==> config.mk <==
export PLATFORM = sky130hd
export DESIGN_NAME = param_bank
export DESIGN_NICKNAME = d
export VERILOG_FILES = /design/src/design/reflex_pkg.sv /design/src/design/param_bank.sv
export SDC_FILE = /design/constraint.sdc
export NUM_CORES = 1
export LEC_CHECK = 0
export ABC_AREA = 1
export ABC_CLOCK_PERIOD_IN_PS = 2550
export CELL_PAD_IN_SITES_DETAIL_PLACEMENT = 0
export CELL_PAD_IN_SITES_GLOBAL_PLACEMENT = 1
export CORE_ASPECT_RATIO = 1.2
export CORE_MARGIN = 2
export CORE_UTILIZATION = 45
export CTS_CLUSTER_SIZE = 25
export DETAILED_ROUTE_END_ITERATION = 6
export DONT_BUFFER_PORTS = 1
export PLACE_DENSITY_LB_ADDON = 0.15
export SYNTH_ARGS = -nofsm -noshare
export SYNTH_HDL_FRONTEND = slang
export SYNTH_SLANG_ARGS = --single-unit
==> constraint.sdc <==
create_clock -name ep50trig -period 2.55 [get_ports ep50trig]
set_clock_uncertainty 0.2 [all_clocks]
set_input_delay 0.765 -clock ep50trig [delete_from_list [all_inputs] [get_ports ep50trig]]
set_output_delay 0.765 -clock ep50trig [all_outputs]
set_load 0.01 [all_outputs]
==> src/design/reflex_pkg.sv <==
package reflex_pkg;

    //////////////////////////////////////////////////
    // datapath sizes
    //////////////////////////////////////////////////
    localparam int WAVE_AW    = 8;
    localparam int WAVE_DW    = 16;
    localparam int WAVE_DEPTH = 1 << WAVE_AW;
    localparam int PARAM_W    = 32;
    localparam int CNT_W      = 32;
    localparam int HOST_W     = 16;
    // membrane and drive keep the full product width
    localparam int MEM_W      = 2 * PARAM_W;

    // host control word bits
    localparam int CTRL_RESET_GLOBAL = 0;
    localparam int CTRL_SIM_RESET    = 1;

    // trigger-in bit indices
    localparam int TRIG_GAIN     = 3;
    localparam int TRIG_THRESH   = 4;
    localparam int TRIG_LEN_OFS  = 5;
    localparam int TRIG_HALF_CNT = 7;

    // power-up parameter values
    localparam logic [HOST_W-1:0]  RST_HALF_CNT = 16'd3;
    localparam logic [PARAM_W-1:0] RST_GAIN     = 32'd256;
    localparam logic [PARAM_W-1:0] RST_THRESH   = 32'd65536;
    localparam logic [PARAM_W-1:0] RST_LEN_OFS  = 32'd40000;

    // drive = (len * gain) >> GAIN_SHIFT
    localparam int GAIN_SHIFT = 8;

    // activity led stretch, in ticks
    localparam int ACT_TICKS = 16;
    localparam int ACT_W     = 5;

    typedef enum logic [1:0] {ARB_IDLE, ARB_WRITE, ARB_READ} arb_state_t;

    typedef enum logic [1:0] {PLAY_WAIT, PLAY_REQ, PLAY_DATA} play_state_t;

endpackage

==> src/design/param_bank.sv <==
`timescale 1ns/1ps

module param_bank (
    input  logic                           ep50trig,
    input  logic                           reset_global,
    input  logic [reflex_pkg::HOST_W-1:0]  i_trig,
    input  logic [reflex_pkg::HOST_W-1:0]  i_data_lo,
    input  logic [reflex_pkg::HOST_W-1:0]  i_data_hi,
    output logic [reflex_pkg::HOST_W-1:0]  o_half_cnt,
    output logic [reflex_pkg::PARAM_W-1:0] o_gain,
    output logic [reflex_pkg::PARAM_W-1:0] o_thresh,
    output logic [reflex_pkg::PARAM_W-1:0] o_len_ofs
);
    import reflex_pkg::*;

    logic [PARAM_W-1:0] host_word;

    // both wire-ins form one 32-bit value
    assign host_word = {i_data_hi, i_data_lo};

    // tick period only needs the low word
    always_ff @(posedge ep50trig)
    begin
        if (reset_global)
            o_half_cnt <= RST_HALF_CNT;
        else if (i_trig[TRIG_HALF_CNT])
            o_half_cnt <= i_data_lo;
    end

    always_ff @(posedge ep50trig)
    begin
        if (reset_global)
            o_gain <= RST_GAIN;
        else if (i_trig[TRIG_GAIN])
            o_gain <= host_word;
    end

    // firing threshold of the motoneuron
    always_ff @(posedge ep50trig)
    begin
        if (reset_global)
            o_thresh <= RST_THRESH;
        else if (i_trig[TRIG_THRESH])
            o_thresh <= host_word;
    end

    // muscle rest length, position is subtracted from it
    always_ff @(posedge ep50trig)
    begin
        if (reset_global)
            o_len_ofs <= RST_LEN_OFS;
        else if (i_trig[TRIG_LEN_OFS])
            o_len_ofs <= host_word;
    end

endmodule

# Word-level counts from Yosys, hierarchy flattened
# Index checks and enable logic that the tools add are counted.
# classes
n_addsub,0
mul,0
div_mod_pow,0
n_lt_le_gt_ge,0
n_eq_ne,0
shift,0
n_mux,0
bitwise,0
reduce_logical,0
# word_totals
regBits,112
latchBits,0
ram_bits,0
mem_bits_ro,0
in_bits,50
output_inout_bits,112
memories,0

# Logic depth before layout (Yosys ltp)
# depth
ltp_word,0
depth_mapped,5

# Least setup slack after synthesis
# OpenSTA, ideal clock, no wires.
# synth_path
path_type,input to register
start,in i_trig[5] (netlist bit)
end,reg o_len_ofs[10] (netlist bit)
arrival_time_ns,1.200
t_required_ns,2.227
slack_ns,1.027
cell_stages,5
cell_sequence,buf_2 > buf_4 > inv_1 > nand2_1 > nand3_1
# synth_lines
item,line,rtl
"start, declared",param_bank.sv:6,"input logic [reflex_pkg::HOST_W-1:0] i_trig,"
"end signal, assigned",param_bank.sv:53,o_len_ofs <= host_word;
"end, declared",param_bank.sv:12,output logic [reflex_pkg::PARAM_W-1:0] o_len_ofs

# Worst setup path in the final report
# layout_path
start,reg o_gain[9] (netlist bit)
end,out o_gain[9] (netlist bit)
# layout_lines
item,line,rtl
"start, declared",param_bank.sv:10,"output logic [reflex_pkg::PARAM_W-1:0] o_gain,"
"start signal, assigned",param_bank.sv:35,o_gain <= host_word;
# No word-level cell between the ends.

==> impl_metrics.toml <==
[logic_synthesis]
ys_ff_latch = 112
synth_seq_area_share = 0.527
yosys.area.top_type = "dfxtp_1"
syn_nets = 674
synthTopCellsByCount = "nand2_1 (224), nor2_1 (206), dfxtp_1 (112)"
async_flop_share = 0
netlist_top_cells_area = "dfxtp_1 (53%), nand2_1 (20%), nor2_1 (18%)"
syn_inst = 624
synth_edf_count = 0
synth_warnings = 0
avgSynthCellArea_um2 = 6.82
synthDistinctLibCells = 9
yosys.area.top_type_share = 0.527
synthFlopType = "dfxtp_1"
synth.cell_area_um2 = 4250
yosysMostFrequentCell = "nand2_1"

[global_route]
grt_max_degree = 65
grt_antenna_before_repair = 0
overflow = 0
first_global_vias = 3076
grt_pass1_wl_um = 15800
grt_usage = 0.195

[cts]
cts_buffers = 9
post_cts_buffers = 0
clk_pin_slew_ns = 0.10
postCtsResizedCells = 0
clock_tree.buffer_depth = 2
h-tree-depth = 3
cts_tree = "done"
ctsHoldBuffers = 0
clk_latency_ns = 0.37
cts_sinks = 112
clockRootBuffer = "clkbuf_8"

[layout]
drive_gt1_frac = 0.0329
utilization = 0.494
antenna_cells = 0
syn2layout_area_growth_pct = 5.94
nets = 652

[place]
hpwl_um = 6740
io_buffers = 0
pre_cts_ws_ns = 0.623
gp_congestion = 0.770

[setup_path]
cp.required_ns = 1.59
crit_path_end_kind = "primary output"
critical_path_arrival_ns = 0.81
critPathKind = "register to primary output"
start_kind = "register"
critPathMaxFanout = 2

[floorplan]
core_um2 = 9130
die_w_um = 92.8
die-area_um2 = 10300
die_h_um = 111
pin_count = 162
rows = 38
start_util = 0.466

[timing]
slew_violations = 0
fin_crit_ns = 1.77
tightest_slew_ns = 0.439
fin_crit_sh = 0.695
fmax_mhz = 565
rsz0062_at_grt = "false"
setup_viol = 0
final.setup.tns_ns = 0
fin_ws_ns = 0.779
slew_headroom = 0.707
hold_viol_final = 0

[route]
final_antenna_net_count = 0
via_per_inst = 4.65
vias = 3381
drt_iter0_markers = 97
route.detailed.drc = 0
wl_per_cell_um = 13.6
drt_first_pass_iters = 4
finalWirelength_um = 9850

[run]
max_cap_viol_count = 0

[power]
power_density_nw_per_um2 = 805
ir_worst_vdd_mv = 0.320
p_leak_nw = 2.31

[outcome]
status = "finished clean"

[min_path]
min_path_type = "primary input to register"
## registers in the layout, indices dropped and copies added (netlist names)
name / flops
o_gain: 32
o_half_cnt: 16
o_len_ofs: 32
o_thresh: 32
## placed cells by master (no fill, tap or decap)
cell and instances:
buf_4 1, clkbuf_8 10, dfxtp_1 112, bufinv_16 4, nand2_1 224, buf_12 2
nor2_1 206, inv_1 36, clkinv_2 3, nand3_1 9
## path summary, 6_finish.rpt
kind | endpoint | slack [ns] | cells past startpoint | start
setup reg to reg | o_thresh[19] | 1.71 | 2 | o_thresh[19]
hold / removal | o_len_ofs[15] | 0.31 | 2 | i_data_lo[15]
hold reg to reg | o_thresh[16] | 0.32 | 2 | o_thresh[16]
setup / recovery | o_gain[9] | 0.78 | 0 | o_gain[9]
## metrics by stage
stage / power (mW) / instance area (µm²) / cells / hold WS, ns
6_report: 3.63 / 4510 / 727 / 0.309
2_1_floorplan: 2.30 / 4250 / 624 / 0.289
4_1_cts: 3.67 / 4510 / 727 / 0.300
3_3_place_gp: 2.31 / 4240 / 711 / 0.300
3_5_place_dp: 2.32 / 4240 / 711 / 0.306
5_1_grt: 3.80 / 4510 / 727 / 0.296
## layer usage
| layer | global-route usage | part of all wire |
|---|---|---|
| met5 | 0 | 0 |
| met4 | 0.0725 | 0.016 |
| met3 | 0.0791 | 0.096 |
| met2 | 0.319 | 0.48 |
| met1 | 0.227 | 0.41 |
## area by class of cell
type,count,area [µm²]
fill,982,4620
sequential,112,2240
multi-input combinational,439,1660
tap,120,150
inverter,37,140
clock buffer,10,138
clock inverter,6,130
timing repair buffer,3,47.5
## power by group
part / switching (mW) / internal, mW
combinational: 0.152 / 0.104
sequential: 0.147 / 1.87
clock: 0.580 / 0.775
## logic make-up after synthesis
group,Yosys count,share of synthesized area
simple gates,439,0.390
flops,112,0.527
buf+inv,73,0.0829
(Power assumes the default switching activity.)
