===== src/design/reflex_pkg.sv =====
package reflex_pkg;

    //////////////////////////////////////////////////
    // datapath sizes
    //////////////////////////////////////////////////
    localparam int WAVE_AW    = 8;
    localparam int WAVE_DW    = 16;
    localparam int WAVE_DEPTH = 1 << WAVE_AW;
    localparam int PARAM_W    = 32;
    localparam int CNT_W      = 32;
    localparam int HOST_W     = 16;
    // membrane and drive keep the full product width
    localparam int MEM_W      = 2 * PARAM_W;

    // host control word bits
    localparam int CTRL_RESET_GLOBAL = 0;
    localparam int CTRL_SIM_RESET    = 1;

    // trigger-in bit indices
    localparam int TRIG_GAIN     = 3;
    localparam int TRIG_THRESH   = 4;
    localparam int TRIG_LEN_OFS  = 5;
    localparam int TRIG_HALF_CNT = 7;

    // power-up parameter values
    localparam logic [HOST_W-1:0]  RST_HALF_CNT = 16'd3;
    localparam logic [PARAM_W-1:0] RST_GAIN     = 32'd256;
    localparam logic [PARAM_W-1:0] RST_THRESH   = 32'd65536;
    localparam logic [PARAM_W-1:0] RST_LEN_OFS  = 32'd40000;

    // drive = (len * gain) >> GAIN_SHIFT
    localparam int GAIN_SHIFT = 8;

    // activity led stretch, in ticks
    localparam int ACT_TICKS = 16;
    localparam int ACT_W     = 5;

    typedef enum logic [1:0] {ARB_IDLE, ARB_WRITE, ARB_READ} arb_state_t;

    typedef enum logic [1:0] {PLAY_WAIT, PLAY_REQ, PLAY_DATA} play_state_t;

endpackage


===== src/design/tick_gen.sv =====
`timescale 1ns/1ps

module tick_gen (
    input  logic                          ep50trig,
    input  logic                          reset_global,
    input  logic                          i_sim_reset,
    input  logic [reflex_pkg::HOST_W-1:0] i_half_cnt,
    output logic                          o_tick
);
    import reflex_pkg::*;

    logic [HOST_W-1:0] down_cnt;

    // counts half_cnt down to zero, so one tick every half_cnt+1 cycles
    // the period is only reloaded at terminal count
    always_ff @(posedge ep50trig)
    begin
        if (reset_global || i_sim_reset)
        begin
            down_cnt <= i_half_cnt;
            o_tick   <= 1'b0;
        end
        else if (down_cnt == '0)
        begin
            down_cnt <= i_half_cnt;
            o_tick   <= 1'b1;
        end
        else
        begin
            down_cnt <= down_cnt - 1'b1;
            o_tick   <= 1'b0;
        end
    end

endmodule


===== config.mk =====
export PLATFORM = sky130hd
export DESIGN_NAME = tick_gen
export DESIGN_NICKNAME = d
export VERILOG_FILES = /design/src/design/reflex_pkg.sv /design/src/design/tick_gen.sv
export SDC_FILE = /design/constraint.sdc
export NUM_CORES = 1
export LEC_CHECK = 0
export BUFFER_PORTS_ARGS = -buffer_cell sky130_fd_sc_hd__buf_2
export CORE_ASPECT_RATIO = 0.7
export CORE_MARGIN = 2
export CORE_UTILIZATION = 47
export CTS_CLUSTER_DIAMETER = 40
export DETAILED_ROUTE_END_ITERATION = 12
export PLACE_DENSITY = 0.78
export SLEW_MARGIN = 0
export SYNTH_ARGS = -nofsm -noshare
export SYNTH_HDL_FRONTEND = slang
export SYNTH_SLANG_ARGS = --single-unit

===== constraint.sdc =====
create_clock -name ep50trig -period 1.7 [get_ports ep50trig]
set_input_delay 0.17 -clock ep50trig [delete_from_list [all_inputs] [get_ports ep50trig]]
set_output_delay 0.17 -clock ep50trig [all_outputs]
set_load 0.05 [all_outputs]

Word-level counts from Yosys, hierarchy flattened
Index checks and enable logic that the tools add are counted.
{ "word_totals": {"reg_bits": 17, "in_bits": 19, "wordCells": 8} }
{ "op_classes": {"n_addsub": 1, "muxes": 3, "n_reduce_logical": 2} }
{ "ops": {"columns": ["operator", "n"], "rows": [
  ["2-to-1 mux 16 bit", 2],
  ["zero test 16 bit", 1],
  ["subtractor 16 x 1 -> 16 bit, second input constant", 1],
  ["logical OR 1 bit", 1],
  ["2-to-1 mux 1 bit", 1]
]} }

Longest topological paths before layout
{ "logic_depth": {"depth_word": 3, "depth_mapped": 7} }

Least setup slack after synthesis
No wires, ideal clock.
{ "synth_timing": {"kind": "register to register", "startpoint": "register down_cnt[0]", "endpoint": "register down_cnt[10]", "arrival_time_ns": 1.683, "required_ns": 1.579, "setup_slack_ns": -0.104, "path_stages_with_launch": 8, "cell_sequence": "dfxtp_1 -> inv_1 -> ha_1 -> nor4b_1 -> nand4_4 -> nand2_4 -> buf_12 -> mux2_4"} }
{ "synth_via": {"elab_chain_len": 3, "elab_cells_between_ends": 4} }
{ "synth_rtl": {"columns": ["element", "line", "source"], "rows": [
  ["from (decl)", "tick_gen.sv:12", "logic [HOST_W-1:0] down_cnt;"],
  ["from (signal assigned)", "tick_gen.sv:20", "down_cnt <= i_half_cnt;"],
  ["from (signal assigned)", "tick_gen.sv:25", "down_cnt <= i_half_cnt;"],
  ["from (signal assigned)", "tick_gen.sv:30", "down_cnt <= down_cnt - 1'b1;"],
  ["subtractor 16 x 1 -> 16 bit / zero test 16 bit (equally long branches)", "tick_gen.sv:30, tick_gen.sv:23", null],
  ["2-to-1 mux 16 bit (*)", "tick_gen.sv:23", "else if (down_cnt == '0)"],
  ["2-to-1 mux 16 bit (*)", "tick_gen.sv:18", "if (reset_global || i_sim_reset)"]
]} }
Mark *: on every way between the ends. The rest lies on a longest branch, timed or not.
A chain may end at the register's enable or synchronous reset.

Worst setup path after layout
{ "layout_timing": {"startpoint": "register down_cnt[5]", "endpoint": "register down_cnt[14]"} }
Same word-level chain as after synthesis.

==> flow_metrics.py <==
metrics = {
    "run_status": {
        "status": "finished, final reports clean",
    },
    "sta": {
        "fin_skew_ns": 0.000355,
        "slew_violations": 0,
        "min_period_over_period_pct": 95.8,
        "clock.fmax_mhz": 614,
        "finalSetupTns_ns": 0,
        "hold_viol": 0,
        "fin_crit_ns": 1.63,
        "hold-worst-slack_ns": 0.0476,
        "maxSlewHeadroom_pct": 58.2,
        "rsz0062_at_grt": "true",
        "worst_pin_slew_ns": 0.625,
        "finalSetupViolCount": 0,
    },
    "synthesis": {
        "synth_cell_type_count": 29,
        "postSynthCellCount": 82,
        "avgSynthCellArea_um2": 11.4,
        "ys_seq_elements": 17,
        "yosysSeqAreaShare_pct": 36.6,
        "synth_fp_nets": 103,
        "yosys_warnings": 0,
        "syn-cell-area_um2": 931,
    },
    "detailed_routing": {
        "via_per_inst": 5.24,
        "antenna_left": 0,
        "drcViolationCount": 0,
        "dr.pass1.iters": 4,
        "drt_iter0_drc": 15,
        "num_vias": 718,
        "wl_per_cell_um": 13.3,
        "drt-total-wl_um": 1820,
    },
    "worst_hold_path": {
        "hold_path_class": "in -> reg",
    },
    "placement": {
        "placed_cells": 130,
        "dpl.hpwl_um": 1360,
        "gp_congestion": 0.732,
        "portBuffers": 19,
    },
    "floorplanning": {
        "pin_count": 20,
        "fp.coreArea_um2": 1850,
        "fp.dieH_um": 41.2,
        "die_w_um": 57.2,
        "rows": 13,
        "initial_core_util_pct": 50.2,
        "die_area_um2": 2360,
    },
    "setup_path": {
        "slowest_delay_ns": 0.37,
        "path_buf_inv": 1,
        "cp_data_required_time_ns": 1.89,
        "cp.arrival_ns": 1.82,
        "crit_family": "simple AND/OR/NAND/NOR gates",
        "cp_slowest_cell": "dfxtp_4",
        "endpoint_kind": "flip-flop",
        "crit_type": "reg -> reg",
        "path_max_fanout": 7,
        "cp_cell_sequence": "nor4_4 > buf_4 > nand4_1 > xnor2_1 > mux2_4",
        "critPathLaunchType": "flip-flop",
    },
    "clock_tree": {
        "cts_tree": "built",
        "cts_max_level": 1,
        "cts_sinks": 17,
        "clock_latency_ns": 0.29,
        "cts_root_buf": "clkbuf_4",
        "cts.clk_slew.worst_paths_ns": 0.09,
        "cts_buffers": 3,
        "clk_path_buf_depth": 2,
    },
    "final_layout": {
        "seqCellArea_um2": 349,
        "final_cell_mix": "buf_2 (19), dfxtp_1 (12), buf_4 (10)",
        "final_cells": 137,
        "antenna_cells": 0,
        "multi_input_area_um2": 621,
        "synthToLayoutAreaGrowth_pct": 29.4,
        "drive_above_1_share_pct": 53.0,
        "mostFrequentLayoutCell": "buf_2",
        "final_core_util_pct": 65.0,
        "n_fill_cell": 169,
        "nets": 137,
    },
    "global_route": {
        "antenna_found_initial": 0,
        "grt_first_pass_wirelength_um": 3130,
        "grt_use_total_pct": 18.2,
        "overflow": 0,
        "grt_max_degree": 14,
        "grt_pass1_vias": 717,
    },
    "power": {
        "cellLeakagePower_uw": 0.000517,
        "power_uw": 880,
        "ir_drop_mv": 0.614,
        "p_int_uw": 640,
        "p_per_area_nw_per_um2": 730,
        "combPwrFrac_pct": 20.3,
        "switchingPower_uw": 240,
        "p_sw_share_pct": 27.3,
        "seqPwrFrac_pct": 55.5,
        "power_frac_clock_pct": 24.2,
    },
    "flow_run": {
        "maxCapViolations": 0,
    },
}
[cells in the mapped netlist (all sizes together)]
library cell	count	area, um^2
dfxtp	17	340
mux2	12	169
xnor2	8	70.1
nand2	5	26.3
nor2	5	18.8
a21oi	3	15.0
a41oi	3	26.3
inv	3	11.3
nor4	3	48.8
xor2	3	26.3
ha	2	25.0
nand3	2	10.0
nand4	2	27.5
nand4b	2	17.5
nor3	2	10.0
buf	1	20.0
mux2i	1	10.0
nand3b	1	7.51
nor3b	1	7.51
nor4b	1	8.76
o21ai	1	5.00
o31ai	1	7.51
o41ai	1	8.76
or3	1	6.26
or4	1	7.51
[worst register-to-register path: stages (launching register included)]
cell     delay (ns)
dfxtp_4        0.37
nor4_4         0.37
buf_4          0.21
nand4_1        0.13
xnor2_1        0.17
mux2_4         0.26
[kinds of logic (layout without fill, tap and decap cells)]
family,count (synthesis),count (layout),share of synthesized area (%)
compound gates,9,9,6.72
mux,13,13,19.2
simple gates,26,27,21.1
fa+ha+maj,2,2,2.69
xor+xnor,11,11,10.4
buf+inv,4,36,3.36
flops,17,17,36.6
[power groups by stage]
stage                     sequential [uW]  combinational [uW]  clock, uW
after global routing                  494                 199        247
after CTS                             482                 166        221
final                                 488                 179        213
after detailed placement              491                 162          0
after floorplan                       483                 115          0
after global placement                487                 157          0
[layout make-up]
class	count	area share, %
clock buffers	4	2.18
multi-input cells	62	51.5
well taps	22	2.28
flip-flops and latches	17	29.0
repair buffers	29	14.1
inverters	3	0.935
[worst paths after layout]
path / start / to / slack [ns] / cells past startpoint
worst max-delay path: down_cnt[5]$_DFF_P_ / down_cnt[14]$_DFF_P_ / 0.07 / 5
worst min-delay path: reset_global / o_tick$_SDFF_PP0_ / 0.05 / 2
worst max register to register: down_cnt[5]$_DFF_P_ / down_cnt[14]$_DFF_P_ / 0.07 / 5
worst min register to register: down_cnt[7]$_DFF_P_ / down_cnt[7]$_DFF_P_ / 0.56 / 2
[registers in the layout (all words and copies together), names as in the netlist]
signal    flops
down_cnt     16
o_tick        1
[routing by layer]
layer  wire [um]  track usage (%)  vias up
met5           0                0        -
met4          29             3.49        0
met3          90             6.94        5
met2         858             31.9       13
met1         841             22.1      331
li1            -                -      369
[repair_timing]
item / CTS / global route
cloned: 0 / 1
gates resized for setup: 1 / 13
pin swaps: 0 / 6
hold buffers: 0 / 0
endpoints found under the setup margin: 3 / 13
setup buffers: 0 / 2
[per-stage QoR]
step	area (um^2)	setup slack, ns
6_report	1200	0.0716
4_1_cts	1140	0.0124
2_1_floorplan	942	0.00463
3_5_place_dp	1100	-0.00869
5_1_grt	1200	-0.0279
3_3_place_gp	1100	0.0545
(Power assumes the default switching activity.)
