### src/design/reflex_pkg.sv
package reflex_pkg;

    //////////////////////////////////////////////////
    // datapath sizes
    //////////////////////////////////////////////////
    localparam int WAVE_AW    = 8;
    localparam int WAVE_DW    = 16;
    localparam int WAVE_DEPTH = 1 << WAVE_AW;
    localparam int PARAM_W    = 32;
    localparam int CNT_W      = 32;
    localparam int HOST_W     = 16;
    // membrane and drive keep the full product width
    localparam int MEM_W      = 2 * PARAM_W;

    // host control word bits
    localparam int CTRL_RESET_GLOBAL = 0;
    localparam int CTRL_SIM_RESET    = 1;

    // trigger-in bit indices
    localparam int TRIG_GAIN     = 3;
    localparam int TRIG_THRESH   = 4;
    localparam int TRIG_LEN_OFS  = 5;
    localparam int TRIG_HALF_CNT = 7;

    // power-up parameter values
    localparam logic [HOST_W-1:0]  RST_HALF_CNT = 16'd3;
    localparam logic [PARAM_W-1:0] RST_GAIN     = 32'd256;
    localparam logic [PARAM_W-1:0] RST_THRESH   = 32'd65536;
    localparam logic [PARAM_W-1:0] RST_LEN_OFS  = 32'd40000;

    // drive = (len * gain) >> GAIN_SHIFT
    localparam int GAIN_SHIFT = 8;

    // activity led stretch, in ticks
    localparam int ACT_TICKS = 16;
    localparam int ACT_W     = 5;

    typedef enum logic [1:0] {ARB_IDLE, ARB_WRITE, ARB_READ} arb_state_t;

    typedef enum logic [1:0] {PLAY_WAIT, PLAY_REQ, PLAY_DATA} play_state_t;

endpackage

### src/design/wave_store.sv
`timescale 1ns/1ps

module wave_store (
    input  logic                           ep50trig,
    input  logic                           reset_global,
    input  logic                           i_wr_req,
    input  logic [reflex_pkg::WAVE_AW-1:0] i_wr_addr,
    input  logic [reflex_pkg::WAVE_DW-1:0] i_wr_data,
    input  logic                           i_rd_req,
    input  logic [reflex_pkg::WAVE_AW-1:0] i_rd_addr,
    output logic                           o_rd_grant,
    output logic                           o_rd_valid,
    output logic [reflex_pkg::WAVE_DW-1:0] o_rd_data
);
    import reflex_pkg::*;

    logic [WAVE_DW-1:0] wave_mem [0:WAVE_DEPTH-1];

    arb_state_t arb_state;
    arb_state_t arb_next;

    //////////////////////////////////////////////////
    // fixed-priority arbiter
    //////////////////////////////////////////////////

    // the host pipe can't be stalled, so a write always owns the port
    always_comb
    begin
        if (i_wr_req)
            arb_next = ARB_WRITE;
        else if (i_rd_req)
            arb_next = ARB_READ;
        else
            arb_next = ARB_IDLE;
    end

    assign o_rd_grant = (arb_next == ARB_READ);

    // remembers who used the port last cycle
    always_ff @(posedge ep50trig)
    begin
        if (reset_global)
            arb_state <= ARB_IDLE;
        else
            arb_state <= arb_next;
    end

    // read data lands one cycle after its grant
    assign o_rd_valid = (arb_state == ARB_READ);

    //////////////////////////////////////////////////
    // single-port block memory
    //////////////////////////////////////////////////
    always_ff @(posedge ep50trig)
    begin
        if (arb_next == ARB_WRITE)
            wave_mem[i_wr_addr] <= i_wr_data;
    end

    always_ff @(posedge ep50trig)
    begin
        if (o_rd_grant)
            o_rd_data <= wave_mem[i_rd_addr];
    end

endmodule

### config.mk
export PLATFORM = sky130hd
export DESIGN_NAME = wave_store
export DESIGN_NICKNAME = d
export VERILOG_FILES = /design/src/design/reflex_pkg.sv /design/src/design/wave_store.sv
export SDC_FILE = /design/constraint.sdc
export NUM_CORES = 2
export LEC_CHECK = 0
export ABC_CLOCK_PERIOD_IN_PS = 3450
export BUFFER_PORTS_ARGS = -buffer_cell sky130_fd_sc_hd__buf_2
export CAP_MARGIN = 20
export CORE_AREA = 2 2 734 736
export CTS_CLUSTER_DIAMETER = 50
export DETAILED_ROUTE_END_ITERATION = 10
export DIE_AREA = 0 0 736 738
export SETUP_SLACK_MARGIN = 0.1
export SYNTH_ARGS = -nofsm -noshare
export SYNTH_HDL_FRONTEND = slang
export SYNTH_SLANG_ARGS = --single-unit
### constraint.sdc
create_clock -name ep50trig -period 3.45 [get_ports ep50trig]
set_input_delay 0.1725 -clock ep50trig [delete_from_list [all_inputs] [get_ports ep50trig]]
set_output_delay 0.1725 -clock ep50trig [all_outputs]
set_load 0.01 [all_outputs]
Yosys cells after proc, flatten, opt, wreduce, memory -nomap -nowiden
Memory sizes are Yosys's and may differ from the RTL's. A register that Yosys moved wholly into a read port is not among the register bits.
Cells that the tools add are included.
{ "word_totals": {"reg_bits": 2, "ram_bits": 4096, "inputBits": 36, "output_inout_bits": 18, "elab_cells": 9, "mem_count": 1} }
{ "memory_table": {"columns": ["name", "words", "word_bits", "rd", "rd_clocked_by_memory_dff", "wr", "line_no", "source"], "rows": [
  ["wave_mem", 256, 16, 1, 1, 1, "wave_store.sv:17", "logic [WAVE_DW-1:0] wave_mem [0:WAVE_DEPTH-1];"]
]} }
{ "classes": {"eq_ne": 3, "muxes": 4} }
{ "ops": {"columns": ["cell", "n"], "rows": [
  ["2-bit equality test (second input constant)", 2],
  ["2-bit two-way mux", 2],
  ["2-bit by 1-bit equality test with 1-bit output (second input constant)", 1],
  ["1-bit two-way mux", 2]
]} }

Logic depth before layout (Yosys ltp)
{ "depth": {"ltp_word": 5, "mapped_depth": 13, "ltp_nobuf": 7} }

Least setup slack after synthesis
No wires, ideal clock.
{ "synth_path": {"path_type": "in2reg", "from": "input port i_wr_addr[4] (netlist bit)", "to": "memory wave_mem[203][0], enable pin", "setup_ns": 0.388, "arrival_ns": 2.099, "t_required_ns": 3.062, "setup_slack_ns": 0.963, "path_stages": 5, "n_path_buf": 3, "path_cell_list": "clkbuf_1 > or4b_2 > clkbuf_1 > clkbuf_1 > nor2_1"} }
{ "synth_lines": {"columns": ["element", "line_no", "source"], "rows": [
  ["start: declaration", "wave_store.sv:7", "input logic [reflex_pkg::WAVE_AW-1:0] i_wr_addr,"],
  ["end: declaration", "wave_store.sv:17", null]
]} }
No word-level cell before the write port.

==> results.json <==
{
  "grt_pass1_wl_microns": 628000,
  "gr-total-overflow": 0,
  "p_per_area_nw_per_um2": 561,
  "initial_core_util_pct": 30.0,
  "drive_above_1_share_pct": 27.4,
  "hp-class": "in2reg",
  "path_clk_slew_ns": 0.06,
  "worstSetupPathType": "reg2reg",
  "synth_ff_type": "edfxtp_1",
  "setup_tns_ns": 0,
  "clockBufferDepth": 4,
  "critPathLaunchType": "register",
  "reg2reg_from": "wave_mem[26][12]$_DFFE_PP_",
  "drv_cap": 0,
  "final_nets": 8222,
  "wl_microns": 447000,
  "post-route-period-util_pct": 91.3,
  "slew_violations": 0,
  "die_x_microns": 736,
  "swShare_pct": 22.0,
  "drt_first_pass_iters": 8,
  "critPathArrivalTime_ns": 3.81,
  "routed_via_density": 5.26,
  "row_count": 269,
  "pwr-share-comb_pct": 5.3,
  "hold_slack_ns": 0.0989,
  "tightestPinTransition_ns": 1.44,
  "core-area_sq_um": 535000,
  "ys_ff_latch": 4114,
  "p_int_w": 0.0819,
  "cts_tree": "yes",
  "synthCells": 7385,
  "final_util_pct": 35.0,
  "ys_seq_area_share_pct": 77.1,
  "area_growth_pct": 16.8,
  "cts_setup_buffers": 0,
  "r2r_cells": 8,
  "hp-start": "i_wr_addr[6]",
  "synth_cell_types": 70,
  "whs_path_depth": 4,
  "grt_pass1_vias": 81300,
  "avgSynthCellArea_sq_um": 21.7,
  "ir_worst_vdd_uv": 439,
  "grt_max_degree": 128,
  "crit_required_ns": 4.11,
  "maxSlewHeadroom_pct": 4.29,
  "crit_fanout": 1,
  "synth_edf_count": 4112,
  "numPortBuffers": 53,
  "switchingPower_w": 0.0231,
  "place_hpwl_microns": 277000,
  "die-height_microns": 738,
  "seq_power_share_pct": 52.5,
  "outcome": "completed",
  "htree_num_levels": 5,
  "wl_per_cell_microns": 28.7,
  "track_usage_pct": 15.9,
  "leakagePower_nw": 58.9,
  "hold_violations": 0,
  "instances_no_fill": 15600,
  "reg2reg_to": "o_rd_data[12]$_DFFE_PP_",
  "place_inst": 14800,
  "yosysWarnings": 0,
  "root_buffer": "clkbuf_16",
  "rsz0062_at_grt": "no",
  "synth_nets": 7421,
  "clock_latency_ns": 1.05,
  "antenna_found_initial": 51,
  "ant_nets": 0,
  "cts-buffers-inserted": 418,
  "syn-cell-area_sq_um": 160000,
  "dieArea_sq_um": 543000,
  "endpoint_kind": "register",
  "io_pins": 54,
  "fin_skew_ns": 0.174,
  "clockPowerShare_pct": 42.1,
  "period_needed_ns": 3.15,
  "synth-async-reset-ratio_pct": 0,
  "dr.first_iter.drc_count": 11200,
  "drc": 0,
  "r2r_setup_slack_ns": 0.30,
  "holdPathEnd": "wave_mem[226][11]$_DFFE_PP_",
  "fmax_ghz": 0.317,
  "vias": 82000,
  "setup_viol": 0,
  "gp_congestion": 0.849,
  "clock-sinks": 4114
}
[Yosys cell counts (all sizes together) (2+ instances only)]
master / number / area share (%)
mux2i: 358 / 2.2
o221ai: 102 / 0.57
nor2b: 15 / 0.059
and2: 2 / 0.0086
a2111oi: 3 / 0.016
nand4: 24 / 0.098
o211ai: 16 / 0.075
clkbuf: 176 / 0.50
o31ai: 9 / 0.042
nor3b: 2 / 0.0094
o22ai: 139 / 0.54
a211oi: 22 / 0.11
nor3: 116 / 0.36
nor2: 333 / 0.78
nand3: 37 / 0.12
a22o: 28 / 0.15
edfxtp: 4112 / 77
dfxtp: 2 / 0.025
a21oi: 128 / 0.40
nand2: 104 / 0.24
buf: 275 / 1.5
mux2: 136 / 0.96
a221oi: 105 / 0.57
and4: 2 / 0.011
a221o: 13 / 0.082
nand4b: 4 / 0.026
nor4: 14 / 0.062
and3: 3 / 0.012
a2bb2oi: 8 / 0.044
o21ai: 92 / 0.29
and4b: 2 / 0.012
a22oi: 70 / 0.33
or3: 13 / 0.051
o21bai: 3 / 0.014
o2111ai: 18 / 0.098
o32ai: 8 / 0.044
inv: 6 / 0.014
mux4: 859 / 12
o32a: 9 / 0.056
nand2b: 3 / 0.012
a31oi: 2 / 0.0078
[placed cells by master (no fill, tap or decap), types with 16 or more instances in the layout]
master,instances
clkinvlp_4,17
buf_12,104
o211ai_1,16
o2111ai_1,18
nor2_2,61
bufinv_16,30
buf_4,650
nor2_1,270
clkbuf_16,421
nand3_1,29
clkinv_1,98
a22o_1,28
clkinv_2,64
dlygate4sd3_1,28
a22oi_1,70
o221ai_1,98
nand4_1,23
mux2i_1,358
o22ai_1,139
a211oi_1,21
mux4_1,138
edfxtp_1,4112
nor3_1,116
nand2_1,104
a221oi_1,105
a21oi_1,128
buf_2,32
o21ai_0,92
buf_8,17
mux2_2,136
clkbuf_1,89
mux4_2,721
[per-layer routing]
metal | global-route usage, % | routed length, microns
met1 | 22.1 | 182000
met2 | 25.5 | 211000
met3 | 2.98 | 40300
met4 | 4.79 | 14200
met5 | 0 | 87
[stage by stage]
step | worst slack (ns) | total power (W) | cell area, sq um
floorplan | 0.963 | 0.0590 | 160000
global placement | -0.390 | 0.0617 | 174000
detailed placement | -0.344 | 0.0618 | 174000
CTS | 0.367 | 0.106 | 187000
global route | 0.211 | 0.108 | 187000
finish | 0.299 | 0.105 | 187000
[sequential cells by signal, indices dropped and copies added, names as in the netlist]
name,flops
o_rd_data,16
wave_mem,4096
arb_state,2
[critical path, cell delays in order, from the launching register on]
cell	delay [ns]
edfxtp_1	0.37
mux4_2	0.46
a22o_1	0.30
a221oi_1	0.23
buf_4	0.20
o22ai_1	0.13
nor3_1	0.79
buf_4	0.26
nor3_1	0.05
[power by group through the flow]
stage          logic, W  registers (W)  clock network, W
6_report        0.00560         0.0552            0.0443
2_1_floorplan   0.00275         0.0562                 0
3_3_place_gp    0.00546         0.0562                 0
3_5_place_dp    0.00556         0.0562                 0
4_1_cts         0.00561         0.0552            0.0449
5_1_grt         0.00584         0.0552            0.0467
[repair_timing]
| item | in CTS | in global routing |
|---|---|---|
| hold endpoints to repair | 2137 | 0 |
| resized for setup | 0 | 0 |
| setup endpoints to repair | 0 | 0 |
| hold buffers | 28 | 0 |
[worst max-delay path by stage]
stage,to,startpoint,depth (start not counted),slack (ns)
floorplan,wave_mem[203][0]$_DFFE_PP_,i_wr_addr[4],5,0.96
global placement,o_rd_data[9]$_DFFE_PP_,i_rd_addr[0],11,-0.39
detailed placement,o_rd_data[4]$_DFFE_PP_,i_rd_addr[0],10,-0.34
CTS,o_rd_data[3]$_DFFE_PP_,wave_mem[255][3]$_DFFE_PP_,9,0.37
global route,o_rd_data[3]$_DFFE_PP_,wave_mem[253][3]$_DFFE_PP_,9,0.21
finish,o_rd_data[12]$_DFFE_PP_,wave_mem[26][12]$_DFFE_PP_,8,0.30
[cell families (layout without fill, tap and decap cells)]
| kind of cell | count (synthesis) | in the layout | synth area share, % |
|---|---|---|---|
| flip-flops | 4114 | 4114 | 77.1 |
| multiplexers | 1353 | 1353 | 15.6 |
| AO/OA/AOI/OAI | 780 | 780 | 3.47 |
| AND/OR/NAND/NOR | 680 | 680 | 1.90 |
| buffers and inverters | 458 | 1608 | 1.99 |
| other | 0 | 9 | 0 |
[layout make-up]
type | instances | area, sq um
Multi-Input combinational cell | 2813 | 33800
Fill cell | 49000 | 348000
Tap cell | 7046 | 8820
Clock buffer | 510 | 10900
Timing Repair Buffer | 833 | 7680
Clock inverter | 259 | 2470
Sequential cell | 4114 | 124000
Inverter | 6 | 36.3
Antenna cell | 9 | 22.5
(Power assumes the default switching activity.)
