--- src/design/reflex_pkg.sv ---
package reflex_pkg;

    //////////////////////////////////////////////////
    // datapath sizes
    //////////////////////////////////////////////////
    localparam int WAVE_AW    = 8;
    localparam int WAVE_DW    = 16;
    localparam int WAVE_DEPTH = 1 << WAVE_AW;
    localparam int PARAM_W    = 32;
    localparam int CNT_W      = 32;
    localparam int HOST_W     = 16;
    // membrane and drive keep the full product width
    localparam int MEM_W      = 2 * PARAM_W;

    // host control word bits
    localparam int CTRL_RESET_GLOBAL = 0;
    localparam int CTRL_SIM_RESET    = 1;

    // trigger-in bit indices
    localparam int TRIG_GAIN     = 3;
    localparam int TRIG_THRESH   = 4;
    localparam int TRIG_LEN_OFS  = 5;
    localparam int TRIG_HALF_CNT = 7;

    // power-up parameter values
    localparam logic [HOST_W-1:0]  RST_HALF_CNT = 16'd3;
    localparam logic [PARAM_W-1:0] RST_GAIN     = 32'd256;
    localparam logic [PARAM_W-1:0] RST_THRESH   = 32'd65536;
    localparam logic [PARAM_W-1:0] RST_LEN_OFS  = 32'd40000;

    // drive = (len * gain) >> GAIN_SHIFT
    localparam int GAIN_SHIFT = 8;

    // activity led stretch, in ticks
    localparam int ACT_TICKS = 16;
    localparam int ACT_W     = 5;

    typedef enum logic [1:0] {ARB_IDLE, ARB_WRITE, ARB_READ} arb_state_t;

    typedef enum logic [1:0] {PLAY_WAIT, PLAY_REQ, PLAY_DATA} play_state_t;

endpackage

--- src/design/motor_neuron.sv ---
`timescale 1ns/1ps

module motor_neuron (
    input  logic                           ep50trig,
    input  logic                           reset_global,
    input  logic                           i_sim_reset,
    input  logic                           i_pos_new,
    input  logic [reflex_pkg::WAVE_DW-1:0] i_pos,
    input  logic [reflex_pkg::PARAM_W-1:0] i_gain,
    input  logic [reflex_pkg::PARAM_W-1:0] i_thresh,
    input  logic [reflex_pkg::PARAM_W-1:0] i_len_ofs,
    output logic [reflex_pkg::PARAM_W-1:0] o_len,
    output logic                           o_spike
);
    import reflex_pkg::*;

    logic [PARAM_W-1:0] pos_ext;
    logic [PARAM_W-1:0] len_now;
    logic [MEM_W-1:0]   product;
    logic [MEM_W-1:0]   drive;
    logic [MEM_W-1:0]   mem_sum;
    logic               fire;
    logic [MEM_W-1:0]   membrane;

    //////////////////////////////////////////////////
    // spindle stand-in, length and drive
    //////////////////////////////////////////////////
    assign pos_ext = PARAM_W'(i_pos);

    // muscle can't be shorter than zero
    assign len_now = (i_len_ofs > pos_ext) ? (i_len_ofs - pos_ext) : '0;

    assign product = MEM_W'(len_now) * MEM_W'(i_gain);
    assign drive   = product >> GAIN_SHIFT;

    //////////////////////////////////////////////////
    // integrate and fire
    //////////////////////////////////////////////////
    assign mem_sum = membrane + drive;
    assign fire    = (mem_sum >= MEM_W'(i_thresh));

    // one spike at most per update, the residue carries over
    always_ff @(posedge ep50trig)
    begin
        if (reset_global || i_sim_reset)
        begin
            membrane <= '0;
            o_len    <= '0;
            o_spike  <= 1'b0;
        end
        else if (i_pos_new)
        begin
            o_len   <= len_now;
            o_spike <= fire;
            if (fire)
                membrane <= mem_sum - MEM_W'(i_thresh);
            else
                membrane <= mem_sum;
        end
        else
            o_spike <= 1'b0;
    end

endmodule

--- config.mk ---
export PLATFORM = sky130hd
export DESIGN_NAME = motor_neuron
export DESIGN_NICKNAME = d
export VERILOG_FILES = /design/src/design/reflex_pkg.sv /design/src/design/motor_neuron.sv
export SDC_FILE = /design/constraint.sdc
export NUM_CORES = 2
export LEC_CHECK = 0
export ABC_AREA = 0
export BUFFER_PORTS_ARGS = -buffer_cell sky130_fd_sc_hd__buf_2
export CORE_ASPECT_RATIO = 2
export CORE_MARGIN = 2
export CORE_UTILIZATION = 30
export DETAILED_ROUTE_END_ITERATION = 10
export PLACE_DENSITY = 0.53
export SLEW_MARGIN = 10
export SYNTH_ARGS = -nofsm -noshare
export SYNTH_HDL_FRONTEND = slang
export SYNTH_SLANG_ARGS = --single-unit
--- constraint.sdc ---
create_clock -name ep50trig -period 14 [get_ports ep50trig]
set_input_delay 1.4 -clock ep50trig [delete_from_list [all_inputs] [get_ports ep50trig]]
set_output_delay 1.4 -clock ep50trig [all_outputs]
set_load 0.02 [all_outputs]
### Word-level counts from Yosys, hierarchy flattened

Cells that the tools add are included.

* logic and storage cells: 14
* latch bits: 0
* ROM bits: 0
* output and inout bits: 33
* memories: 0
* bits in registers: 97
* bits of input ports: 116
* bits in writable memories: 0

* $mul: 1
* bitwise operators: 1
* $add $sub $neg: 3
* div/mod/pow operators: 0
* shift-type cells: 0
* magnitude comparators: 2
* eq/ne operators: 0
* reductions and logical operators: 2
* multiplexer cells: 2

Operators by type and width (number)
* 64-bit by 56-bit adder with 64-bit output: 1
* 64-bit by 32-bit greater-or-equal comparator with 1-bit output: 1
* 32-bit by 32-bit multiplier with 64-bit output: 1
* 64-bit two-way mux: 1
* 64-bit by 32-bit subtractor with 64-bit output: 1
* 32-bit by 16-bit > comparator with 1-bit output: 1
* 32-bit two-way mux: 1
* 32-bit by 16-bit subtractor with 32-bit output: 1
* 2-bit OR reduction: 1
* 1-bit logical OR: 1
* 1-bit inverter: 1

### Longest topological paths before layout

* depth after elaboration: 6
* gate-level depth with buffers: 64
* mapped depth without buffers: 59

### Least setup slack after synthesis

No wires, ideal clock.

* kind: input-to-reg
* start point: input port i_pos[1] in the netlist's numbering
* end point: register membrane[57]
* path buffers: 4
* stages on the path: 59
* required time: 13928 ps
* arrival: 14318 ps
* setup slack: -390 ps
* library setup time: 72 ps
* cell sequence: inv_1 -> ha_1 -> nor2b_1 -> o21ai_0 -> a21boi_0 -> o21ai_0 -> a21boi_0 -> o21ai_0 -> a21oi_1 -> o211ai_1 -> and4_1 -> clkbuf_1 -> o21ai_0 -> nor4_1 -> xor2_1 -> clkbuf_1 -> nand3_1 -> fa_1 -> [... 23 more ...] -> a211o_1 -> a21oi_1 -> xnor2_1 -> ha_1 -> clkbuf_1 -> nand2_1 -> o21ai_0 -> or4b_1 -> nor2b_1 -> a311oi_2 -> nor2_1 -> o311a_1 -> o211a_1 -> and4_4 -> buf_6 -> a2111oi_2 -> mux2i_1 -> mux2i_1

* cells in the longest elaborated chain, start to end: 6
* elaborated cells between the ends (all ways): 8
* those cells by class: add/sub: 3; mul: 1; order compare: 2; mux: 2

RTL lines
* start: declaration: RTL line motor_neuron.sv:8 `input logic [reflex_pkg::WAVE_DW-1:0] i_pos,`
* 32-bit by 16-bit subtractor with 32-bit output / 32-bit by 16-bit > comparator with 1-bit output (equally long branches): RTL line motor_neuron.sv:31 `assign len_now = (i_len_ofs > pos_ext) ? (i_len_ofs - pos_ext) : '0;`
* 32-bit two-way mux *: RTL line motor_neuron.sv:31
* 32-bit by 32-bit multiplier with 64-bit output *: RTL line motor_neuron.sv:33 `assign product = MEM_W'(len_now) * MEM_W'(i_gain);`
* 64-bit by 56-bit adder with 64-bit output *: RTL line motor_neuron.sv:39 `assign mem_sum = membrane + drive;`
* 64-bit by 32-bit subtractor with 64-bit output / 64-bit by 32-bit greater-or-equal comparator with 1-bit output (equally long branches): RTL line motor_neuron.sv:56, motor_neuron.sv:40
* 64-bit two-way mux *: RTL line motor_neuron.sv:55 `if (fire)`
* end signal: assignment: RTL line motor_neuron.sv:56 `membrane <= mem_sum - MEM_W'(i_thresh);`
* end signal: assignment: RTL line motor_neuron.sv:58 `membrane <= mem_sum;`
* end: declaration: RTL line motor_neuron.sv:23 `logic [MEM_W-1:0] membrane;`

Every way passes the cells marked *; elsewhere a longest branch is shown, timed or not.
A chain may end at the register's enable or synchronous reset.

### Worst setup path after layout

* start point: input port i_pos[1] in the netlist's numbering
* end point: register membrane[46]

The elaborated chain is that of the path after synthesis.

==> reports/results.ini <==
[min_path]
hold_path.class = reg2reg
holdPathEnd = o_len[30]$_SDFFE_PP0P_
hp-start = o_len[30]$_SDFFE_PP0P_
min_path_cells = 2

[die]
dieArea_um2 = 151000
initial_core_util_pct = 30.2
die_w_um = 276
row_count = 199
placeableCoreArea_um2 = 147000
die_h_um = 547
io_pins = 149

[place]
hpwl_um = 149000
dpl_worst_slack_ns = -2.38
io_buffers = 148
globalplace.congestion = 0.927
place_area_um2 = 54400

[cts]
cts_buffers = 9
clk_pin_slew_worst_paths_ns = 0.09
ctsHoldBuffers = 0
clock_latency_ns = 0.42
cts.htree.levels = 3
cts_tree = done
cts_root_buf = clkbuf_16
clock-sinks = 97
max-clock-path-buffers = 2

[finish]
syn_to_final_growth_pct = 32.2
final_nets = 7671
fillCellCount = 14828
drive_above_1_share_pct = 27.7
final_area_um2 = 58600
utilization_pct = 39.9

[synth]
ys_warn_count = 0
avgSynthCellArea_um2 = 8.42
synth-compound-area-share_pct = 10.1
synthAdderAreaFrac_pct = 51.1
syn-cell-area_um2 = 44300
syn-num-nets = 6645
synthSimpleGateAreaFrac_pct = 20.0
synth_top_family_by_area = adder cells
netlist_instances = 5260
synth_seq_cells = 97
synth_seq_area_share_pct = 4.38
ys_async_sr_fraction_pct = 0
synth_mux_area_share_pct = 0.545
synth_edf_count = 0
synth_ff_type = dfxtp_1
synth-xor-area-share_pct = 3.40
ys_types = 96

[sta]
rsz0062_at_grt = yes
slew_viol_final = 0
fin_hold_ws_ns = 0.466
setup_viol = 64
fin_crit_ns = 14.26
setup_ws_ns = -0.262
finClkSkew_ns = 0.0188
slew_headroom_pct = 35.7
worst_pin_slew_ns = 0.964
max_freq_mhz = 70.1
period_share_pct = 102
finalHoldViolations = 0

[setup_path]
critPathBufInv = 12
slowest_delay_ns = 0.56
reg2reg_depth = 28
worstPathMaxFanout = 6
cp-end-kind = flop
cp_top_family = adder cells
start_kind = primary input
r2r_setup_slack_ns = 8.23
path_class = in2reg
crit_path_top_delay_cell = fa_1
reg2reg_from = membrane[0]$_SDFFE_PP0P_
arrival_ns = 14.58
cp_common_cell = fa_1
r2r-end = membrane[46]$_SDFFE_PP0P_
critical_path_required_ns = 14.32

[routing]
drt-total-wl_um = 173000
drc = 0
drtPass1Iterations = 5
antenna_left = 0
drt_iter0_markers = 1923
vias_per_cell = 5.00
dr_total_vias = 41009
wl_per_cell_um = 21.1

[global_route]
grt_pass1_wl_um = 267000
grt_max_degree = 73
antenna_found_initial = 1
grt_usage_pct = 23.3
grt_pass1_vias = 45811
grt-ovfl-total = 0

[outcome]
status = finished, violations left
failed_checks = negative setup slack

[job]
maxCapViolCount = 0

## cells in the final DEF (no fill, tap or decap), drive strengths merged, types with 13 or more instances in the layout
master / n
buf: 1291
inv: 950
fa: 898
nand2: 601
and2: 426
ha: 371
nor2: 264
a21oi: 223
nand3: 211
o21ai: 141
xnor2: 112
dfxtp: 97
a21o: 66
xor2: 59
nor3: 57
and3: 56
nand4: 49
a311oi: 37
a211oi: 27
nor2b: 24
o211ai: 23
mux2i: 23
o21a: 22
a31oi: 22
nand2b: 21
o21bai: 20
nor4: 18
or3: 16
or2: 13
a21boi: 13
## stage by stage
stage | cells | setup TNS, ns
after floorplan | 5260 | 0
after global placement | 8023 | -115.00
after detailed placement | 8023 | -118.89
after CTS | 8151 | -6.32
after global routing | 8200 | -38.27
final | 8201 | -10.29
## kinds of logic after synthesis
group                    count (synthesis)
adder cells (fa/ha/maj)               1269
multiplexers                            24
AO/OA/AOI/OAI                          679
XOR/XNOR                               171
buffers and inverters                 1226
AND/OR/NAND/NOR                       1794
flip-flops                              97
## tightest hold or removal path: stages (launching register included)
cell and delay, ns:
dfxtp_1 0.32, nand2_1 0.05, a21oi_1 0.05
## state kept, by name, summed over array words and instances, names as in the netlist
register and count:
o_len 32, o_spike 1, membrane 64
## routing by layer
layer | share of wire, % | track usage [%] | vias up | wire [um]
li1 | - | - | 18568 | -
met1 | 35 | 24.0 | 21034 | 60200
met2 | 56 | 45.7 | 988 | 96600
met3 | 2.7 | 1.46 | 419 | 4750
met4 | 6.7 | 12.8 | 0 | 11600
met5 | 0 | 0 | - | 0
## final cells by class
class / count / area [um2] / area share, %
diodes: 1 / 2.50 / 0.00427
clock buffers: 9 / 225 / 0.385
clock inverters: 7 / 83.8 / 0.143
inverters: 946 / 3550 / 6.07
multi-input cells: 3937 / 40100 / 68.5
flip-flops and latches: 97 / 1940 / 3.32
well taps: 1909 / 2390 / 4.08
repair buffers: 1295 / 10200 / 17.5
## repair_timing
item,in CTS,in global routing
endpoints found under the setup margin,65,65
buffers inserted,112,51
pin swaps,244,199
resized for setup,347,180
cloned,4,2
## synth_stat cells, drive strengths merged, types with 6 or more instances
library cell / instances / area (um2)
inv: 945 / 3550
fa: 898 / 18000
nand2: 601 / 2260
and2: 426 / 2670
ha: 371 / 4640
nor2: 264 / 996
clkbuf: 252 / 946
a21oi: 223 / 1160
nand3: 211 / 1070
o21ai: 141 / 706
xnor2: 112 / 988
dfxtp: 97 / 1940
a21o: 66 / 495
xor2: 59 / 517
nor3: 57 / 285
and3: 56 / 350
nand4: 49 / 319
a311oi: 37 / 343
buf: 28 / 148
a211oi: 27 / 203
nor2b: 24 / 150
mux2i: 23 / 230
o211ai: 23 / 178
a31oi: 22 / 138
o21a: 22 / 166
nand2b: 21 / 131
o21bai: 20 / 150
nor4: 18 / 131
or3: 16 / 100
a21boi: 13 / 97.6
or2: 13 / 81.3
a2111oi: 11 / 134
a211o: 11 / 96.3
or4: 11 / 86.3
a31o: 8 / 70.1
o31ai: 8 / 78.8
nor3b: 7 / 52.6
and4: 6 / 55.1
o22ai: 6 / 37.5
## how the worst max path moves through the flow
stage / cells past startpoint / startpoint / end / slack, ns
floorplan: 60 / i_pos[1] / membrane[57]$_SDFFE_PP0P_ / 0.01
finish: 60 / i_pos[1] / membrane[46]$_SDFFE_PP0P_ / -0.26
global route: 60 / i_pos[1] / membrane[46]$_SDFFE_PP0P_ / -0.71
global placement: 57 / i_len_ofs[0] / membrane[55]$_SDFFE_PP0P_ / -2.32
detailed placement: 57 / i_len_ofs[0] / membrane[55]$_SDFFE_PP0P_ / -2.38
CTS: 58 / i_pos[1] / membrane[59]$_SDFFE_PP0P_ / -0.20
Power is left out: the tool's default activity adds up to more than one toggle a clock period on the data nets, which glitch-free logic cannot reach.
