### src/design/reflex_pkg.sv
package reflex_pkg;

    //////////////////////////////////////////////////
    // datapath sizes
    //////////////////////////////////////////////////
    localparam int WAVE_AW    = 8;
    localparam int WAVE_DW    = 16;
    localparam int WAVE_DEPTH = 1 << WAVE_AW;
    localparam int PARAM_W    = 32;
    localparam int CNT_W      = 32;
    localparam int HOST_W     = 16;
    // membrane and drive keep the full product width
    localparam int MEM_W      = 2 * PARAM_W;

    // host control word bits
    localparam int CTRL_RESET_GLOBAL = 0;
    localparam int CTRL_SIM_RESET    = 1;

    // trigger-in bit indices
    localparam int TRIG_GAIN     = 3;
    localparam int TRIG_THRESH   = 4;
    localparam int TRIG_LEN_OFS  = 5;
    localparam int TRIG_HALF_CNT = 7;

    // power-up parameter values
    localparam logic [HOST_W-1:0]  RST_HALF_CNT = 16'd3;
    localparam logic [PARAM_W-1:0] RST_GAIN     = 32'd256;
    localparam logic [PARAM_W-1:0] RST_THRESH   = 32'd65536;
    localparam logic [PARAM_W-1:0] RST_LEN_OFS  = 32'd40000;

    // drive = (len * gain) >> GAIN_SHIFT
    localparam int GAIN_SHIFT = 8;

    // activity led stretch, in ticks
    localparam int ACT_TICKS = 16;
    localparam int ACT_W     = 5;

    typedef enum logic [1:0] {ARB_IDLE, ARB_WRITE, ARB_READ} arb_state_t;

    typedef enum logic [1:0] {PLAY_WAIT, PLAY_REQ, PLAY_DATA} play_state_t;

endpackage

### src/design/spike_counter.sv
`timescale 1ns/1ps

module spike_counter (
    input  logic                         ep50trig,
    input  logic                         reset_global,
    input  logic                         i_tick,
    input  logic                         i_sim_reset,
    input  logic                         i_spike,
    output logic [reflex_pkg::CNT_W-1:0] o_count,
    output logic                         o_active
);
    import reflex_pkg::*;

    logic [ACT_W-1:0] act_left;

    // wraps around on overflow
    always_ff @(posedge ep50trig)
    begin
        if (reset_global || i_sim_reset)
            o_count <= '0;
        else if (i_spike)
            o_count <= o_count + 1'b1;
    end

    // activity stretch, a fresh spike restarts it
    always_ff @(posedge ep50trig)
    begin
        if (reset_global || i_sim_reset)
            act_left <= '0;
        else if (i_spike)
            act_left <= ACT_W'(ACT_TICKS);
        else if (i_tick && (act_left != '0))
            act_left <= act_left - 1'b1;
    end

    assign o_active = (act_left != '0);

endmodule

### config.mk
export PLATFORM = sky130hd
export DESIGN_NAME = spike_counter
export DESIGN_NICKNAME = d
export VERILOG_FILES = /design/src/design/reflex_pkg.sv /design/src/design/spike_counter.sv
export SDC_FILE = /design/constraint.sdc
export NUM_CORES = 1
export LEC_CHECK = 0
export CORE_MARGIN = 3
export CORE_UTILIZATION = 50
export CTS_CLUSTER_DIAMETER = 60
export DETAILED_ROUTE_END_ITERATION = 10
export DONT_BUFFER_PORTS = 1
export GPL_TIMING_DRIVEN = 0
export HOLD_SLACK_MARGIN = 0.03
export PLACE_DENSITY = 0.67
export REMOVE_ABC_BUFFERS = 1
export SLEW_MARGIN = 40
export SYNTH_ARGS = -nofsm -noshare
export SYNTH_HDL_FRONTEND = slang
export SYNTH_SLANG_ARGS = --single-unit
### constraint.sdc
create_clock -name ep50trig -period 4 [get_ports ep50trig]
set_input_delay 0.2 -clock ep50trig [delete_from_list [all_inputs] [get_ports ep50trig]]
set_output_delay 0.2 -clock ep50trig [all_outputs]
set_load 0.01 [all_outputs]
After elaboration in Yosys (flattened, before gate mapping) --
Index checks and enable logic that the tools add are counted.
Word-level totals: register bits 37, input port bits 5
Cells by class: muxes and demuxes 2, add/subtract/negate cells 2, reductions and logical operators 5
Operators with widths (number):
- 32-bit by 1-bit adder with 32-bit output (second input constant) | 1
- 5-bit two-way mux | 2
- 5-bit nonzero test | 1
- 5-bit by 1-bit subtractor with 5-bit output (second input constant) | 1
- 2-bit nonzero test | 1
- 2-bit OR reduction | 1
- 1-bit logical AND | 1
- 1-bit logical OR | 1

Depth between registers and ports, before layout --
Gate-level depths: netlist (run 1).
depth in word-level cells 4, gate-level depth with buffers 7, mapped depth without buffers 6

Worst setup path before layout (run 1) --
Ideal clock, no wire load.
kind reg2reg, from register o_count[0] (netlist bit), to register o_count[28] (netlist bit), arrival time 2012 ps, setup slack 1917 ps, setup time 70 ps, stages on the path, launching flop included 7, required time 3930 ps, period minus slack after synthesis 2083 ps, cells stage by stage dfxtp_1 -> ha_1 -> nand3_1 -> or4_1 -> buf_2 -> or4_1 -> a21oi_1
Between the ends: word-level cells in the longest chain between the ends 1
RTL lines:
- start: declaration | RTL line spike_counter.sv:9 | output logic [reflex_pkg::CNT_W-1:0] o_count,
- start signal: assignment | RTL line spike_counter.sv:22 | o_count <= o_count + 1'b1;
- 32-bit by 1-bit adder with 32-bit output | RTL line spike_counter.sv:22
No other way between the ends. A chain may end at the register's enable or synchronous reset.

Worst setup path after layout (run 1) --
from register o_count[2] (netlist bit), to register o_count[31] (netlist bit)
The elaborated chain is that of the path after synthesis.

==> results of run 1 <==
## layer usage
layer  track usage, %  wire length, um  part of all wire, %  vias to the layer above
met3             6.24              240                  6.9                        8
met1             21.7             1580                   45                      680
li1                 -                -                    -                      738
met5                0                0                    0                        -
met4             8.44               63                  1.8                        0
met2             31.2             1620                   46                       39
## registers in the layout, indices dropped and copies added, names as in the netlist
signal,cells
act_left,5
o_count,32
## synth_stat cells, drive strengths merged, types with 6 or more instances
cell type   n  area share [%]
a21oi      19             5.6
clkbuf      6             1.3
dfxtp      37              43
inv         9             2.0
nand2      11             2.4
nand3      10             2.9
nand4       9             4.5
nor2       16             3.5
nor3        8             2.3
o21ai       8             2.3
o31ai      10             4.4
or3         9             3.3
or4        13             5.7
xnor2       8             4.1
xor2        6             3.1
## stage by stage
stage / power, mW / worst slack, ns / util (%) / hold slack (ns)
final: 0.716 / 1.22 / 59.4 / 0.0671
after global routing: 0.740 / 1.03 / 59.4 / 0.0740
after CTS: 0.721 / 1.23 / 59.4 / 0.0666
after detailed placement: 0.396 / 1.53 / 54.6 / 0.282
after global placement: 0.395 / 1.58 / 54.6 / 0.281
after floorplan: 0.393 / 1.81 / - / 0.277
## worst max-delay path, stage by stage (launching register included)
cell,delay [ns]
dfxtp_1,0.49
nand4_2,0.28
or4_1,0.84
nor4_1,0.36
mux2i_1,0.22
dlygate4sd3_1,0.55
## cells by family (layout without fill, tap and decap cells)
logic type	count (synthesis)	in the layout	share of synthesized area (%)
DFF	37	37	43.3
adders and majority gates	2	2	1.46
xor gates and xnor gates	14	14	7.16
and+or+nand+nor	85	85	28.5
AOI/OAI and AO/OA	40	40	13.8
muxes	2	2	1.17
buffers and inverters	19	22	4.60
## cells in the final DEF (no fill, tap or decap), types with 6 or more instances in the layout
cell type,synthesis,routed
o31ai_1,10,10
xor2_1,6,6
inv_1,9,9
nand4_1,7,7
xnor2_1,8,8
dfxtp_1,37,37
nor2_1,16,16
or3_1,9,9
nor3_1,8,8
nand2_1,11,11
or4_1,13,13
a21oi_1,19,19
o21ai_0,8,8
nand3_1,10,10
## layout make-up
type / count / area share [%]
Timing Repair Buffer: 5 / 2.67
Sequential cell: 37 / 39.5
Clock buffer: 5 / 2.00
Clock inverter: 3 / 3.47
Multi-Input combinational cell: 143 / 47.6
Inverter: 9 / 1.80
Tap cell: 44 / 2.94
## power groups by stage
stage | registers, mW | logic, mW | clock network [mW]
2_1_floorplan | 0.380 | 0.0128 | 0
3_3_place_gp | 0.380 | 0.0153 | 0
3_5_place_dp | 0.380 | 0.0160 | 0
4_1_cts | 0.372 | 0.0203 | 0.329
5_1_grt | 0.372 | 0.0226 | 0.345
6_report | 0.372 | 0.0202 | 0.324
## worst min-delay path by stage
stage / from / end / cells past startpoint
final: i_spike / o_count[2] / 3
after global routing: i_spike / o_count[2] / 3
after global placement: i_spike / act_left[0] / 1
after floorplan: i_spike / act_left[0] / 1
after detailed placement: i_spike / act_left[0] / 1
after CTS: i_spike / o_count[2] / 3
## timing repair
action	4_1_cts	5_1_grt
hold buffers	5	0
endpoints found under the hold margin	9	0
endpoints found under the setup margin	0	0
==> results.yml, run 1 <==
clock_network:
  cts_buffers: 5
  clk_path_buf_depth: 2
  root_buffer: "clkbuf_4"
  cts_tree: "built"
  cts.sinks: 37
  cts_resized: 0
  htreeDepth: 2
  post_cts_buffers: 0
  clk_pin_slew_ns: 0.12
  insertion_delay_ns: 0.35
pwr:
  pwr_density_cell_nw_per_um2: 382
  vdd_ir_drop_max_uv: 250
  clkPwrFrac_pct: 45.3
  p_leak_nw: 0.553
  combinationalPowerShare_pct: 2.8
  intPower_mw: 0.572
  p_sw_share_pct: 20.2
  p_seq_share_pct: 51.9
  p_sw_mw: 0.145
timing:
  finalSetupViolations: 0
  timing.final.crit_share_pct: 69.4
  period_needed_ns: 2.78
  rsz0062_at_grt: "false"
  report.final.slew_viol_count: 0
  slew_headroom_pct: 56.3
  worstMarginPinSlew_ns: 0.656
  finalHoldViolations: 0
  fmax_mhz: 360
  tns_ns: 0
  finClkSkew_ns: 0.0118
floorplanning:
  fp.dieH_um: 64.5
  die_area_sq_um: 4160
  core-area_sq_um: 3150
  initial_core_util_pct: 54.3
  die_x_um: 64.5
  pin_count: 38
  num_rows: 20
routing:
  drc: 0
  wirelength_mm: 3.50
  via_count: 1465
  first_pass_iters: 4
  wl_per_cell_um: 14.2
  drt_iter0_drc: 122
  avgViaCountPerCell: 5.96
  ant_nets: 0
synthesis:
  synthCells: 199
  synth_area_sq_um: 1710
  avgSynthCellArea_sq_um: 8.60
  synth_cell_types: 30
  yosys_warnings: 0
  ys_seq_elements: 37
  synth-seq-area-share_pct: 43.3
  synth-edff-count: 0
  synthFlopType: "dfxtp_1"
  async_flop_share_pct: 0
job:
  maxCapViolCount: 0
cells_and_area:
  fillers: 300
  nets: 208
  antennaDiodeCount: 0
  drive_above_1_share_pct: 5.94
  final_area_sq_um: 1870
  multi_input_area_sq_um: 892
  fin_cells: 246
  seqCellArea_sq_um: 741
  syn_to_final_growth_pct: 9.50
worst_setup_path:
  r2r_end: "o_count[31]"
  crit_arrival_ns: 3.09
  critPathLaunch: "o_count[2]"
  endpoint: "o_count[31]"
  required_ns: 4.31
  worstSetupPathType: "flop to flop"
  reg2reg_depth: 5
  start_kind: "flop"
  worstPathMaxFanout: 16
  worstSetupEndpointType: "flop"
  rrSetupSlack_ns: 1.22
  r2r-start: "o_count[2]"
min_path:
  hold_path.class: "primary input to flop"
place:
  placed_area_sq_um: 1720
  portBuffers: 0
  gp_congestion: 0.740
  dp.cells: 233
  hpwl_mm: 2.32
global_route:
  grt_pass1_wl_mm: 6.25
  grt.overflow.total: 0
  grt_max_degree: 36
  antenna_found_initial: 0
  track_usage_pct: 18.7
  grt_pass1_vias: 1428
status:
  outcome: "finished, final reports clean"
No activity file was read; power rests on OpenSTA's default activity.
==> inputs of run 2 (changes only) <==
==> constraint.sdc (replaced) <==
create_clock -name ep50trig -period 2.6 [get_ports ep50trig]
set_input_delay 0.13 -clock ep50trig [delete_from_list [all_inputs] [get_ports ep50trig]]
set_output_delay 0.13 -clock ep50trig [all_outputs]
set_load 0.01 [all_outputs]
==> run 2 against run 1 <==
Effect of this change: flip-flop and latch count is the same; power grew 53%; sequential power up 54%.
==> results.yml, run 2 (same netlist as run 1, synthesis figures left out) <==
routing:
  avgViaCountPerCell: 5.94
  wirelength_mm: 3.50
  ant_nets: 0
  wl_per_cell_um: 14.3
  drc: 0
  drt_iter0_drc: 124
  via_count: 1455
  first_pass_iters: 4
pwr:
  clkPwrFrac_pct: 45.0
  p_leak_nw: 0.549
  vdd_ir_drop_max_uv: 383
  p_sw_share_pct: 19.9
  p_seq_share_pct: 52.1
  combinationalPowerShare_pct: 2.9
  intPower_mw: 0.879
  pwr_density_cell_nw_per_um2: 588
  p_sw_mw: 0.218
cells_and_area:
  final_area_sq_um: 1870
  top_regs: "o_count x32, act_left x5"
  largest_reg_flops: 32
  antennaDiodeCount: 0
  nets: 207
  final_common_cell: "dfxtp_1"
  layout_common_cells: "dfxtp_1 (37), a21oi_1 (19), nor2_1 (16)"
  utilization_pct: 59.2
  drive_above_1_share_pct: 6.47
  regMostFlops: "o_count"
  syn_to_final_growth_pct: 9.14
timing:
  rsz0062_at_grt: "false"
  period_needed_ns: 2.31
  finClkSkew_ns: 0.0105
  finalSetupViolations: 0
  fmax_mhz: 432
  report.final.slew_viol_count: 0
  tns_ns: 0
  slew_headroom_pct: 56.4
  timing.final.crit_share_pct: 89.0
  finalHoldViolations: 0
  worstMarginPinSlew_ns: 0.654
global_route:
  track_usage_pct: 18.9
  grt_pass1_vias: 1450
  antenna_found_initial: 0
  grt.overflow.total: 0
  grt_pass1_wl_mm: 6.31
  grt_max_degree: 36
place:
  gp_congestion: 0.740
  hpwl_mm: 2.32
  portBuffers: 0
  placed_area_sq_um: 1720
floorplanning:
  die_x_um: 64.5
  num_rows: 20
  fp.dieH_um: 64.5
  initial_core_util_pct: 54.3
  die_area_sq_um: 4160
  pin_count: 38
  core-area_sq_um: 3150
clock_network:
  insertion_delay_ns: 0.34
  root_buffer: "clkbuf_4"
  htreeDepth: 2
  cts_buffers: 5
  clk_pin_slew_ns: 0.12
  cts.sinks: 37
  cts_tree: "built"
  post_cts_buffers: 0
  clk_path_buf_depth: 2
worst_setup_path:
  worstSetupPathType: "flop to flop"
  required_ns: 2.88
  worstPathMaxFanout: 16
  worstSetupEndpointType: "flop"
  crit_arrival_ns: 2.59
  start_kind: "flop"
job:
  maxCapViolCount: 0
min_path:
  hold_path.class: "primary input to flop"
status:
  outcome: "finished, final reports clean"
-- run 2: critical path, cell delays in order (launching register included) --
cell	delay, ns
dfxtp_1	0.50
nand4_2	0.28
or4_1	0.84
or4_1	0.49
a21oi_1	0.15
-- run 2: layout make-up --
cell class / count / area (sq um)
inverter: 9 / 33.8
sequential: 37 / 741
clock buffer: 5 / 37.5
clock inverter: 3 / 65.1
tap: 44 / 55.1
fill: 301 / 1280
multi-input combinational: 143 / 896
timing repair buffer: 4 / 40.0
-- run 2: power by group through the flow --
stage	logic [mW]	clock network, mW	registers (mW)
final	0.0318	0.493	0.572
after global routing	0.0353	0.531	0.573
after CTS	0.0317	0.506	0.572
after detailed placement	0.0246	0	0.585
after global placement	0.0235	0	0.585
after floorplan	0.0196	0	0.584
-- run 2: timing repair --
action,in CTS,in global routing
setup endpoints to repair,0,5
hold endpoints to repair,10,0
gates resized for setup,0,1
hold buffers,4,0
-- run 2: through the flow --
stage	instances	worst slack (ns)	power [mW]	hold slack, ns
3_5_place_dp	233	0.129	0.610	0.212
3_3_place_gp	233	0.177	0.608	0.211
5_1_grt	245	0.121	1.14	0.0926
4_1_cts	245	0.108	1.11	0.0693
6_report	245	0.287	1.10	0.0975
2_1_floorplan	189	0.407	0.604	0.207
-- run 2: per-layer routing --
metal | routed length (um) | global-route usage [%] | vias to the layer above | part of all wire [%]
li1 | - | - | 733 | -
met1 | 1580 | 21.6 | 675 | 45
met2 | 1640 | 31.7 | 45 | 47
met3 | 263 | 6.41 | 2 | 7.5
met4 | 19 | 8.44 | 0 | 0.54
met5 | 0 | 0 | - | 0
-- run 2: final timing paths --
check         startpoint           to  slack (ns)  cells after the start
max           o_count[2]  o_count[19]        0.29                      4
min               i_tick  act_left[1]         0.1                      2
max reg2reg   o_count[2]  o_count[19]        0.29                      4
min reg2reg  act_left[4]  act_left[4]        0.53                      2
